==> src/hw/cpu_pkg.sv <==
`default_nettype none

package cpu_pkg;

  localparam int word_w    = 16;  // data word
  localparam int addr_w    = 9;   // 512 word memory
  localparam int reg_cnt   = 8;   // general registers r0..r7
  localparam int reg_idx_w = 3;

  typedef logic [word_w-1:0] word_t;
  typedef logic [addr_w-1:0] addr_t;

  typedef enum logic [2:0] {
    op_branch = 3'b001,
    op_ldr    = 3'b011,
    op_str    = 3'b100,
    op_alu    = 3'b101,
    op_move   = 3'b110,
    op_halt   = 3'b111
  } opcode_e;

  // op field of alu instructions
  typedef enum logic [1:0] {alu_add, alu_sub, alu_and, alu_not} alu_op_e;

  // single bit shift applied to operand b
  typedef enum logic [1:0] {sh_none, sh_left, sh_right_logic, sh_right_arith} shift_e;

  typedef enum logic [2:0] {cond_always, cond_eq, cond_ne, cond_lt, cond_le} branch_cond_e;

  typedef enum logic [1:0] {mem_none, mem_read, mem_write} mem_cmd_e;

  typedef enum logic [1:0] {sel_rn, sel_rd, sel_rm} reg_sel_e;  // register file index source

  typedef enum logic [1:0] {wb_result, wb_imm8, wb_mdata} wb_sel_e;  // write-back source

  typedef enum logic [4:0] {
    st_reset, st_if1, st_if2, st_update_pc,
    st_get_a, st_get_b, st_pass, st_compare, st_operate, st_write_reg, st_write_imm,
    st_add_imm5, st_load_addr, st_read_mem, st_mem_to_reg, st_get_rd, st_pass_rd,
    st_write_mem,
    st_branch, st_halt
  } state_e;

endpackage

`default_nettype wire
==> src/hw/instr_if.sv <==
`default_nettype none

interface instr_if
  import cpu_pkg::*;
();
  opcode_e              opcode;
  logic [1:0]           op;
  logic [reg_idx_w-1:0] reg_num;        // rn, rd or rm per reg_sel
  alu_op_e              alu_op;
  shift_e               shift;
  word_t                sximm5;         // memory offset
  word_t                sximm8;         // move immediate
  branch_cond_e         cond;
  addr_t                branch_offset;  // pc relative jump

  modport dec (output opcode, op, reg_num, alu_op, shift, sximm5, sximm8, cond,
               branch_offset);
  modport fsm (input opcode, op);
  modport dp  (input reg_num, alu_op, shift, sximm5, sximm8);
  modport pc  (input cond, branch_offset);
endinterface

`default_nettype wire

==> src/hw/dp_ctrl_if.sv <==
`default_nettype none

interface dp_ctrl_if
  import cpu_pkg::*;
();
  logic     load_a;       // latch register file output into a
  logic     load_b;       // latch register file output into b
  logic     zero_a;       // a operand forced to 0
  logic     imm_b;        // b operand taken from sximm5
  logic     load_c;       // latch alu result
  logic     load_status;  // latch n v z
  logic     reg_write;
  wb_sel_e  wb_sel;
  reg_sel_e reg_sel;
  logic     load_ir;

  modport ctrl (output load_a, load_b, zero_a, imm_b, load_c, load_status, reg_write,
                wb_sel, reg_sel, load_ir);
  modport dp   (input load_a, load_b, zero_a, imm_b, load_c, load_status, reg_write, wb_sel);
  modport dec  (input reg_sel, load_ir);
endinterface

`default_nettype wire

==> src/hw/cpu.sv <==
`default_nettype none

module cpu
  import cpu_pkg::*;
(
  input  logic        clk,
  input  logic        reset,
  input  word_t       read_data,   // instruction and data words
  output addr_t       mem_addr,
  output mem_cmd_e    mem_cmd,
  output word_t       write_data,
  output logic [2:0]  status,      // n v z
  output logic        halted
);

  dp_ctrl_if u_ctrl_if ();
  instr_if   u_instr_if ();

  logic  pc_load, pc_clear, pc_branch;
  logic  addr_load, addr_from_pc;
  word_t result;

  instr_decoder u_decoder (
    .clk       (clk),
    .read_data (read_data),
    .ctrl      (u_ctrl_if.dec),
    .fields    (u_instr_if.dec)
  );

  control_fsm u_fsm (
    .clk          (clk),
    .reset        (reset),
    .fields       (u_instr_if.fsm),
    .ctrl         (u_ctrl_if.ctrl),
    .pc_load      (pc_load),
    .pc_clear     (pc_clear),
    .pc_branch    (pc_branch),
    .addr_load    (addr_load),
    .addr_from_pc (addr_from_pc),
    .halted       (halted),
    .mem_cmd      (mem_cmd)
  );

  datapath u_datapath (
    .clk       (clk),
    .ctrl      (u_ctrl_if.dp),
    .fields    (u_instr_if.dp),
    .read_data (read_data),
    .result    (result),
    .status    (status)
  );

  pc_unit u_pc (
    .clk          (clk),
    .pc_load      (pc_load),
    .pc_clear     (pc_clear),
    .pc_branch    (pc_branch),
    .addr_load    (addr_load),
    .addr_from_pc (addr_from_pc),
    .status       (status),
    .fields       (u_instr_if.pc),
    .result       (result),
    .mem_addr     (mem_addr)
  );

  assign write_data = result;  // str value sits in c during st_write_mem

endmodule

`default_nettype wire

==> src/hw/pc_unit.sv <==
`default_nettype none

module pc_unit
  import cpu_pkg::*;
(
  input  logic        clk,
  input  logic        pc_load,
  input  logic        pc_clear,
  input  logic        pc_branch,
  input  logic        addr_load,
  input  logic        addr_from_pc,
  input  logic [2:0]  status,
  instr_if.pc         fields,
  input  word_t       result,
  output addr_t       mem_addr
);

  addr_t pc, data_addr;
  logic  n, v, z;
  logic  cond_true;

  assign {n, v, z} = status;

  always_comb begin
    case (fields.cond)
      cond_always: cond_true = 1'b1;
      cond_eq:     cond_true = z;
      cond_ne:     cond_true = !z;
      cond_lt:     cond_true = n ^ v;
      cond_le:     cond_true = (n ^ v) | z;
      default:     cond_true = 1'b0;
    endcase
  end

  always_ff @(posedge clk) begin
    if (pc_clear) begin
      pc <= '0;
    end else if (pc_load) begin
      pc <= pc + 1'b1;
    end else if (pc_branch && cond_true) begin
      pc <= pc + fields.branch_offset;  // relative to the already incremented pc
    end
  end

  always_ff @(posedge clk) begin
    if (addr_load) begin
      data_addr <= result[addr_w-1:0];  // base + offset from c
    end
  end

  assign mem_addr = addr_from_pc ? pc : data_addr;

  assert property (@(posedge clk) !(pc_load && pc_branch));

endmodule

`default_nettype wire

==> src/hw/datapath.sv <==
`default_nettype none

module datapath
  import cpu_pkg::*;
(
  input  logic        clk,
  dp_ctrl_if.dp       ctrl,
  instr_if.dp         fields,
  input  word_t       read_data,
  output word_t       result,
  output logic [2:0]  status  // n v z
);

  word_t regs [reg_cnt];
  word_t reg_a, reg_b;
  word_t a_in, b_shift, b_in;
  word_t sum, diff, alu_out, wb_data;
  logic  ovf;

  // register file read and write share reg_num
  always_ff @(posedge clk) begin
    if (ctrl.reg_write) begin
      regs[fields.reg_num] <= wb_data;
    end
  end

  always_ff @(posedge clk) begin
    if (ctrl.load_a) begin
      reg_a <= regs[fields.reg_num];
    end
    if (ctrl.load_b) begin
      reg_b <= regs[fields.reg_num];
    end
  end

  always_comb begin
    case (fields.shift)
      sh_left:        b_shift = {reg_b[word_w-2:0], 1'b0};
      sh_right_logic: b_shift = {1'b0, reg_b[word_w-1:1]};
      sh_right_arith: b_shift = {reg_b[word_w-1], reg_b[word_w-1:1]};  // keeps sign
      default:        b_shift = reg_b;
    endcase
  end

  assign a_in = ctrl.zero_a ? '0 : reg_a;
  assign b_in = ctrl.imm_b ? fields.sximm5 : b_shift;

  assign sum  = a_in + b_in;
  assign diff = a_in - b_in;
  // signed overflow of a - b
  assign ovf  = (a_in[word_w-1] ^ b_in[word_w-1]) & (diff[word_w-1] ^ a_in[word_w-1]);

  always_comb begin
    case (fields.alu_op)
      alu_add: alu_out = sum;
      alu_sub: alu_out = diff;
      alu_and: alu_out = a_in & b_in;
      default: alu_out = ~b_in;  // mvn
    endcase
  end

  always_ff @(posedge clk) begin
    if (ctrl.load_c) begin
      result <= alu_out;
    end
    if (ctrl.load_status) begin
      status <= {alu_out[word_w-1], ovf, alu_out == '0};
    end
  end

  always_comb begin
    case (ctrl.wb_sel)
      wb_imm8:  wb_data = fields.sximm8;
      wb_mdata: wb_data = read_data;  // word from st_read_mem
      default:  wb_data = result;
    endcase
  end

  // memory data only reaches the register file in a write cycle
  assert property (@(posedge clk) ctrl.wb_sel == wb_mdata |-> ctrl.reg_write);

endmodule

`default_nettype wire

==> src/hw/control_fsm.sv <==
`default_nettype none

module control_fsm
  import cpu_pkg::*;
(
  input  logic     clk,
  input  logic     reset,
  instr_if.fsm     fields,
  dp_ctrl_if.ctrl  ctrl,
  output logic     pc_load,
  output logic     pc_clear,
  output logic     pc_branch,
  output logic     addr_load,
  output logic     addr_from_pc,
  output logic     halted,
  output mem_cmd_e mem_cmd
);

  state_e state, state_next;

  always_ff @(posedge clk) begin
    if (reset) begin
      state <= st_reset;
    end else begin
      state <= state_next;
    end
  end

  always_comb begin
    state_next = state;
    case (state)
      st_reset:     state_next = st_if1;
      st_if1:       state_next = st_if2;
      st_if2:       state_next = st_update_pc;  // ir loads at the end of this cycle
      st_update_pc: begin
        case (fields.opcode)
          op_move:        state_next = (fields.op == 2'b10) ? st_write_imm : st_get_b;
          op_alu:         state_next = (alu_op_e'(fields.op) == alu_not) ? st_get_b : st_get_a;
          op_ldr, op_str: state_next = st_get_a;  // base register first
          op_branch:      state_next = st_branch;
          default:        state_next = st_halt;  // halt and undefined opcodes stop the core
        endcase
      end
      st_get_a:     state_next = (fields.opcode == op_move || fields.opcode == op_alu) ?
                                 st_get_b : st_add_imm5;
      st_get_b: begin
        if (fields.opcode == op_move) begin
          state_next = st_pass;
        end else if (alu_op_e'(fields.op) == alu_sub) begin
          state_next = st_compare;  // cmp only updates the flags
        end else begin
          state_next = st_operate;
        end
      end
      st_pass, st_operate: state_next = st_write_reg;
      st_add_imm5:         state_next = st_load_addr;
      st_load_addr:        state_next = (fields.opcode == op_ldr) ? st_read_mem : st_get_rd;
      st_read_mem:         state_next = st_mem_to_reg;
      st_get_rd:           state_next = st_pass_rd;
      st_pass_rd:          state_next = st_write_mem;
      st_compare, st_write_reg, st_write_imm, st_mem_to_reg, st_write_mem, st_branch:
                           state_next = st_if1;
      st_halt:             state_next = st_halt;  // left only through reset
      default:             state_next = st_reset;
    endcase
  end

  always_comb begin
    ctrl.load_a      = 1'b0;
    ctrl.load_b      = 1'b0;
    ctrl.zero_a      = 1'b0;
    ctrl.imm_b       = 1'b0;
    ctrl.load_c      = 1'b0;
    ctrl.load_status = 1'b0;
    ctrl.reg_write   = 1'b0;
    ctrl.wb_sel      = wb_result;
    ctrl.reg_sel     = sel_rm;
    ctrl.load_ir     = 1'b0;
    pc_load          = 1'b0;
    pc_clear         = 1'b0;
    pc_branch        = 1'b0;
    addr_load        = 1'b0;
    addr_from_pc     = 1'b0;
    halted           = 1'b0;
    mem_cmd          = mem_none;
    case (state)
      st_reset:     pc_clear = 1'b1;
      st_if1: begin
        addr_from_pc = 1'b1;
        mem_cmd      = mem_read;
      end
      st_if2: begin
        addr_from_pc = 1'b1;
        mem_cmd      = mem_read;  // held so the word stays valid
        ctrl.load_ir = 1'b1;
      end
      st_update_pc: pc_load = 1'b1;  // pc + 1
      st_get_a: begin
        ctrl.reg_sel = sel_rn;
        ctrl.load_a  = 1'b1;
      end
      st_get_b:     ctrl.load_b = 1'b1;  // rm
      st_pass, st_pass_rd: begin
        ctrl.zero_a = 1'b1;  // 0 + b through the adder
        ctrl.load_c = 1'b1;
      end
      st_compare:   ctrl.load_status = 1'b1;
      st_operate:   ctrl.load_c = 1'b1;
      st_write_reg: begin
        ctrl.reg_sel   = sel_rd;
        ctrl.reg_write = 1'b1;
      end
      st_write_imm: begin
        ctrl.reg_sel   = sel_rn;
        ctrl.wb_sel    = wb_imm8;
        ctrl.reg_write = 1'b1;
      end
      st_add_imm5: begin
        ctrl.imm_b  = 1'b1;  // base + sximm5
        ctrl.load_c = 1'b1;
      end
      st_load_addr: addr_load = 1'b1;
      st_read_mem:  mem_cmd = mem_read;  // data comes back next cycle
      st_mem_to_reg: begin
        ctrl.reg_sel   = sel_rd;
        ctrl.wb_sel    = wb_mdata;
        ctrl.reg_write = 1'b1;
      end
      st_get_rd: begin
        ctrl.reg_sel = sel_rd;
        ctrl.load_b  = 1'b1;  // store value
      end
      st_write_mem: mem_cmd = mem_write;  // write_data is c
      st_branch:    pc_branch = 1'b1;
      st_halt:      halted = 1'b1;
      default:      pc_clear = 1'b0;
    endcase
  end

  // a register write and a memory write never share a cycle
  assert property (@(posedge clk) disable iff (reset)
    !(ctrl.reg_write && mem_cmd == mem_write));

  assert property (@(posedge clk) disable iff (reset) halted |=> halted);

endmodule

`default_nettype wire

==> src/hw/instr_decoder.sv <==
`default_nettype none

module instr_decoder
  import cpu_pkg::*;
(
  input  logic          clk,
  input  word_t         read_data,
  dp_ctrl_if.dec        ctrl,
  instr_if.dec          fields
);

  word_t ir;  // current instruction

  always_ff @(posedge clk) begin
    if (ctrl.load_ir) begin
      ir <= read_data;  // memory word is valid in st_if2
    end
  end

  // layout: opcode[15:13] op[12:11] rn[10:8] rd[7:5] shift[4:3] rm[2:0]
  assign fields.opcode        = opcode_e'(ir[15:13]);
  assign fields.op            = ir[12:11];
  assign fields.alu_op        = alu_op_e'(ir[12:11]);
  assign fields.cond          = branch_cond_e'(ir[10:8]);  // branches reuse the rn slot
  assign fields.sximm5        = {{11{ir[4]}}, ir[4:0]};
  assign fields.sximm8        = {{8{ir[7]}}, ir[7:0]};
  assign fields.branch_offset = {ir[7], ir[7:0]};  // 9 bit signed step

  always_comb begin
    case (ctrl.reg_sel)
      sel_rn:  fields.reg_num = ir[10:8];
      sel_rd:  fields.reg_num = ir[7:5];
      default: fields.reg_num = ir[2:0];  // sel_rm
    endcase
  end

  // bits 4:3 are part of imm5 on ldr/str so the store value must pass unshifted
  always_comb begin
    if (fields.opcode == op_move || fields.opcode == op_alu) begin
      fields.shift = shift_e'(ir[4:3]);
    end else begin
      fields.shift = sh_none;
    end
  end

endmodule

`default_nettype wire

==> config.mk <==
export PLATFORM = sky130hd
export DESIGN_NAME = cpu
export DESIGN_NICKNAME = d
export VERILOG_FILES = /design/src/hw/cpu_pkg.sv /design/src/hw/instr_if.sv /design/src/hw/dp_ctrl_if.sv /design/src/hw/cpu.sv /design/src/hw/pc_unit.sv /design/src/hw/datapath.sv /design/src/hw/control_fsm.sv /design/src/hw/instr_decoder.sv
export SDC_FILE = /design/constraint.sdc
export NUM_CORES = 1
export LEC_CHECK = 0
export BUFFER_PORTS_ARGS = -buffer_cell sky130_fd_sc_hd__buf_4
export CORE_MARGIN = 2
export CORE_UTILIZATION = 40
export CTS_CLUSTER_SIZE = 30
export DETAILED_ROUTE_END_ITERATION = 10
export SETUP_SLACK_MARGIN = 0.1
export SYNTH_ARGS = -nofsm -noshare
export SYNTH_HDL_FRONTEND = slang
export SYNTH_SLANG_ARGS = --single-unit
export TNS_END_PERCENT = 30
==> constraint.sdc <==
create_clock -name clk -period 12 [get_ports clk]
set_clock_uncertainty 0.05 [all_clocks]
set_input_delay 2.4 -clock clk [delete_from_list [all_inputs] [get_ports clk]]
set_output_delay 2.4 -clock clk [all_outputs]
set_load 0.1 [all_outputs]
Word-level counts from Yosys, hierarchy flattened

Memory sizes are Yosys's and may differ from the RTL's.
Cells that the tools add are included.

Bits in registers: 90
Memory bits (writable): 128
Input bits: 18
Output and inout port bits: 31
Logic and storage cells: 115
Memories kept: 1

Add/sub/neg operators: 4
Equality and inequality tests: 37
Muxes and demuxes: 38
Bitwise operators: 7
Reductions and logical operators: 20

Memory list:

| name            | words | bits a word | rd ports | clocked after memory_dff | write ports | line           | text |
|---|---|---|---|---|---|---|---|
| u_datapath.regs | 8     | 16          | 1        | 0                        | 1           | datapath.sv:14 | `word_t regs [reg_cnt];` |

Operators with widths:

| operator                                             | count |
|---|---|
| case mux 16 bit (3 select lines)                     | 2 |
| case mux 5 bit (13 select lines)                     | 1 |
| equality test 5 x 4 -> 1 bit (second input constant) | 8 |
| 2-to-1 mux 16 bit                                    | 2 |
| case mux 16 bit (2 select lines)                     | 1 |
| 2-to-1 mux 9 bit                                     | 3 |
| equality test 5 x 3 -> 1 bit (second input constant) | 4 |
| equality test 5 bit (second input constant)          | 4 |
| case mux 5 bit (4 select lines)                      | 1 |
| 2-to-1 mux 1 bit                                     | 17 |
| adder 16 bit                                         | 1 |
| bitwise AND 16 bit                                   | 1 |
| zero test 16 bit                                     | 1 |
| inverter 16 bit                                      | 1 |
| subtractor 16 bit                                    | 1 |
| equality test 3 bit (second input constant)          | 4 |
| 2-to-1 mux 4 bit                                     | 3 |
| case mux 2 bit (2 select lines)                      | 3 |
| OR reduction 2 bit                                   | 6 |
| equality test 2 bit (second input constant)          | 5 |
| equality test 5 x 2 -> 1 bit (second input constant) | 2 |
| adder 9 x 1 -> 9 bit (second input constant)         | 1 |
| adder 9 bit                                          | 1 |
| equality test 3 x 2 -> 1 bit (second input constant) | 3 |
| other kinds (20)                                     | 30 |

Logic depth before layout (Yosys ltp)

Word-level depth: 9
Depth in mapped cells: 19
Mapped depth without buffers: 17

By module

From an unflattened synthesis, not the netlist that was laid out.

Cell total of the unflattened synthesis: 1020
Area total of the unflattened synthesis: 12313.1 um2

Modules (own cells, without submodules):

| module        | times used | cells each | area an instance (um2) | seq. area each (um2) |
|---|---|---|---|---|
| datapath      | 1          | 717        | 9511.6                 | 5375.2 |
| pc_unit       | 1          | 112        | 1158.6                 | 450.4 |
| instr_decoder | 1          | 63         | 825.8                  | 480.5 |
| control_fsm   | 1          | 128        | 817.0                  | 100.1 |

Worst setup path after synthesis

OpenSTA, ideal clock, no wires.

Path kind: register to output
From: register u_fsm.state[2]
To: output mem_addr[1]
Arrival time: 3134 ps
Required time: 9550 ps
Setup slack: 6416 ps
Cell stages (with the launch flop): 5
Buffers on the path: 1
Cell sequence: dfxtp_1 clkbuf_1 nor3_1 o21ai_1 o21ai_0

Word-level cells in the longest chain between the ends: 4
Elaborated cells on any way between the ends: 5
Those cells by class: eq/ne (2); mux (2); reduce/logical (1)

Ends and longest elaborated chain:

| item                                                                         | line              | text |
|---|---|---|
| start: declaration                                                           | control_fsm.sv:19 | `state_e state, state_next;` |
| start signal: assignment                                                     | control_fsm.sv:23 | `state <= st_reset;` |
| start signal: assignment                                                     | control_fsm.sv:25 | `state <= state_next;` |
| equality test 5 x 1 -> 1 bit or equality test 5 x 2 -> 1 bit (tied branches) | control_fsm.sv:86 | `case (state)` |
| OR reduction 2 bit (no source line) (*)                                      | --                |  |
| 2-to-1 mux 1 bit (*)                                                         | control_fsm.sv:86 |  |
| 2-to-1 mux 9 bit (*)                                                         | pc_unit.sv:51     | `assign mem_addr = addr_from_pc ? pc : data_addr;` |
| end: declaration                                                             | cpu.sv:9          | `output addr_t mem_addr,` |

Every way passes the cells marked *; elsewhere a longest branch is shown, timed or not.

Worst setup path after layout

From: register u_fsm.state[1]
To: register u_datapath.status[0] (data pin)

Word-level cells in the longest chain between the ends: 7
Elaborated cells on any way between the ends: 14
Those cells by class: add/sub (2); eq/ne (3); mux (5); bitwise (2); reduce/logical (2)

Ends and longest elaborated chain:

| item                                                                | line              | text |
|---|---|---|
| equality test 5 x 3 -> 1 bit or equality test 5 bit (tied branches) | control_fsm.sv:86 |  |
| OR reduction 2 bit                                                  | --                |  |
| 2-to-1 mux 1 bit                                                    | control_fsm.sv:86 |  |
| 2-to-1 mux 16 bit                                                   | datapath.sv:45    | `assign a_in = ctrl.zero_a ? '0 : reg_a;` |
| subtractor 16 bit (tied with other cells)                           | datapath.sv:49    | `assign diff = a_in - b_in;` |
| case mux 16 bit (3 select lines) (*)                                | datapath.sv:54    | `case (fields.alu_op)` |
| net u_datapath.alu_out[9]                                           | datapath.sv:17    | `word_t sum, diff, alu_out, wb_data;` |
| zero test 16 bit (*)                                                | datapath.sv:67    | `status <= {alu_out[word_w-1], ovf, alu_out == '0};` |
| end signal: assignment                                              | datapath.sv:67    |  |
| end: declaration                                                    | datapath.sv:11    | `output logic [2:0] status` |

The timed path passes the listed nets; every way through them passes the cells marked *.
A chain may end at the register's enable or synchronous reset.

==> metrics.md <==
| Metric | Value |
|---|---|
| DRC | 0 |
| Most frequent cells in the layout | edfxtp_1 (204), nand2_1 (198), nor2_1 (91), o21ai_0 (77), a21oi_1 (69) |
| Grt ovf | 0 |
| HPWL after detailed placement | 22500 µm |
| Worst Hold Class | reg2reg |
| Top-area cell type share of the netlist area | 51.4% |
| Crit Path Category | reg2reg |
| Run status | finished clean |
| Buffer depth of the longest clock path | 3 |
| CTS tree | built |
| Die area | 31200 µm² |
| Syn Area/Cell | 10.1 µm² |
| Hold-fix buffers, CTS | 0 |
| Syn Nets | 1249 |
| Area leader, netlist | edfxtp_1 |
| Cell Rows | 63 |
| Average wire per standard cell | 19.8 µm |
| Post-Syn Area | 11900 µm² |
| Post-route ant nets | 0 |
| Seq/Total Area, Yosys | 53.8% |
| # fillers | 2771 |
| Fin crit share | 48.7% |
| Antenna diodes | 0 |
| First-pass GRT wire length | 48800 µm |
| Final Max Tran Viols | 0 |
| Synth unique cells | 70 |
| Delay-heaviest family, CP | simple AND/OR/NAND/NOR gates |
| Critical path's largest stage delay | 0.82 ns |
| Worst-margin pin slew | 1.06 ns |
| Die Span Y | 177 µm |
| Worst path required time | 12.34 ns |
| Pwr/cell area | 146 nW/µm² |
| H-tree depth | 1 |
| Share of cells above drive strength 1 | 11.6% |
| Boundary Pins | 49 |
| Commonest non-fill, non-tap cell in the layout | edfxtp_1 |
| Synth warn | 0 |
| Setup-failing EPs final | 0 |
| Maxcap violations | 0 |
| Worst-path clk slew | 0.07 ns |
| Setup TNS Final | 0 ns |
| Largest net degree at the start of global routing | 73 |
| Max frequency | 171 MHz |
| WP data arrival | 6.18 ns |
| Clock Sink Count | 218 |
| Largest cells by area after synthesis | edfxtp_1 (51%), nand2_1 (6.2%), ha_1 (4.5%), o21ai_0 (3.2%), a21oi_1 (2.9%) |
| Initial antenna violation count | 0 |
| EDFF count, synth | 204 |
| Worst skew pair latency | 0.52 ns |
| DRT Pass-1 Iters | 5 |
| Nets | 1273 |
| Crit path time final | 5.84 ns |
| Mean number of vias per cell | 5.58 |
| Pleak | 5.04 nW |
| Area delta synth->final | 12.9% |
| Core box area | 29500 µm² |
| Critical path cell sequence | nand2_1, nor3_2, nor3_1, a21oi_1, inv_1, ha_1, or2_2, a2111oi_0, o211ai_1, nand3_1, nand3_1, a31o_2, or4b_1, nor4_1, o2111a_1 |
| GR peak layer | met2 |
| CP max stage cell | a2111oi_0 |
| Final GP Congestion | 0.875 |
| Port Buffer Count | 48 |
| Gr usage total | 20.4% |
| Met1 Use GR | 28.6% |
| Peak supply drop | 98.9 µV |
| Cell mode on critical path | nand3_1 |
| Iteration-0 DRC Markers | 614 |
| Area of the multi-input gates | 5100 µm² |
| Async SR Flop Fraction | 0% |
| Placed Cells | 1572 |
| Root Driver | clkbuf_16 |
| Yosys reg bits | 218 |
| DIE WIDTH | 177 µm |
| WL final | 32100 µm |
| Ys flop type | edfxtp_1 |
| CP startpoint kind | flop |
| CP Max Fanout | 23 |
| Final cell count without fillers | 1617 |
| Global routing usage on met3 | 2.69% |
| Crit end category | flop |
| Initial core utilization | 40.4% |
| Unrepaired setup endpoints after global routing | no |
| Final Hold Vio Count | 0 |
| Buffer and inverter count on the worst path | 1 |
| CTS resizes | 0 |
| Num CTS Buffers | 25 |
| Register area | 6410 µm² |
| Total number of vias | 9016 |
| Post-Synthesis Cells | 1185 |
| Vias in the first global route | 8269 |
| M2 GR Usage | 33.0% |
| Slew margin rel. | 28.4% |
| Setup repair bufs after CTS | 0 |
## Yosys cell counts (7+ instances only)
master and n:
edfxtp_1 204, xor2_1 9, xnor2_1 13, nand2b_1 21
a31oi_1 11, o221ai_1 7, a21oi_1 69, a22oi_1 11
nand3_1 44, nor2_1 92, inv_1 55, and3_1 10
mux2i_1 9, o21bai_1 7, nor2b_1 14, nand2_1 198
a21o_1 8, ha_1 43, a211oi_1 9, mux2_2 12
o211ai_1 23, and2_1 29, nor3_1 17, o21ai_0 77
or2_2 8, o22ai_1 18, dfxtp_1 14, clkbuf_1 60
## state kept, by name, summed over array words and instances (netlist names)
signal and count:
u_datapath.regs 128, u_datapath.reg_a 16, u_datapath.reg_b 16, u_datapath.result 16
u_decoder.ir 16, u_pc.data_addr 9, u_pc.pc 9, u_fsm.state 5
u_datapath.status 3
## tightest hold or removal path, delay by kind of cell, from the launching register on
family        cells  cell delay [ns]
flops             1             0.34
simple gates      1             0.08
xor+xnor          1             0.07
## final cells by class
class | instances | area share [%]
clock buffers | 27 | 4.70
clock inverters | 18 | 0.939
inverters | 55 | 1.53
multi-input cells | 843 | 37.9
flip-flops and latches | 218 | 47.6
well taps | 390 | 3.63
repair buffers | 66 | 3.68
## cells by family after synthesis
group | count (synthesis) | share of synthesized area (%)
adder cells (fa/ha/maj) | 46 | 5.02
buffers and inverters | 124 | 3.98
multiplexers | 22 | 2.08
flip-flops | 218 | 53.8
AND/OR/NAND/NOR | 458 | 17.6
XOR/XNOR | 23 | 1.75
AO/OA/AOI/OAI | 294 | 15.8
## stage by stage
stage	utilization [%]	cell area, µm²	worst slack [ns]	hold WS [ns]	power (mW)
final	45.6	13500	6.16	0.471	1.96
after detailed placement	43.1	12700	6.26	0.447	1.27
after floorplan	-	11900	6.42	0.425	1.17
after global placement	43.1	12700	6.37	0.446	1.27
after CTS	45.6	13500	6.25	0.475	1.97
after global routing	45.6	13500	5.80	0.506	2.04
## final timing paths
path                                startpoint                    to  slack, ns  depth (start not counted)
worst max-delay path            u_fsm.state[1]  u_datapath.status[0]       6.16                         15
worst min-delay path                u_pc.pc[8]            u_pc.pc[8]       0.47                          2
worst min register to register      u_pc.pc[8]            u_pc.pc[8]       0.47                          2
worst max register to register  u_fsm.state[1]  u_datapath.status[0]       6.16                         15
## where the power goes
part / internal, mW / total [mW] / switching [mW]
sequential: 0.850 / 0.873 / 0.0228
clock: 0.404 / 0.709 / 0.305
combinational: 0.125 / 0.383 / 0.258
## per-layer routing
metal	share of wire, %	wire length [µm]
met5	0	0
met4	2.9	930
met3	4.6	1490
met2	47	14900
met1	46	14700
(Power assumes the default switching activity.)
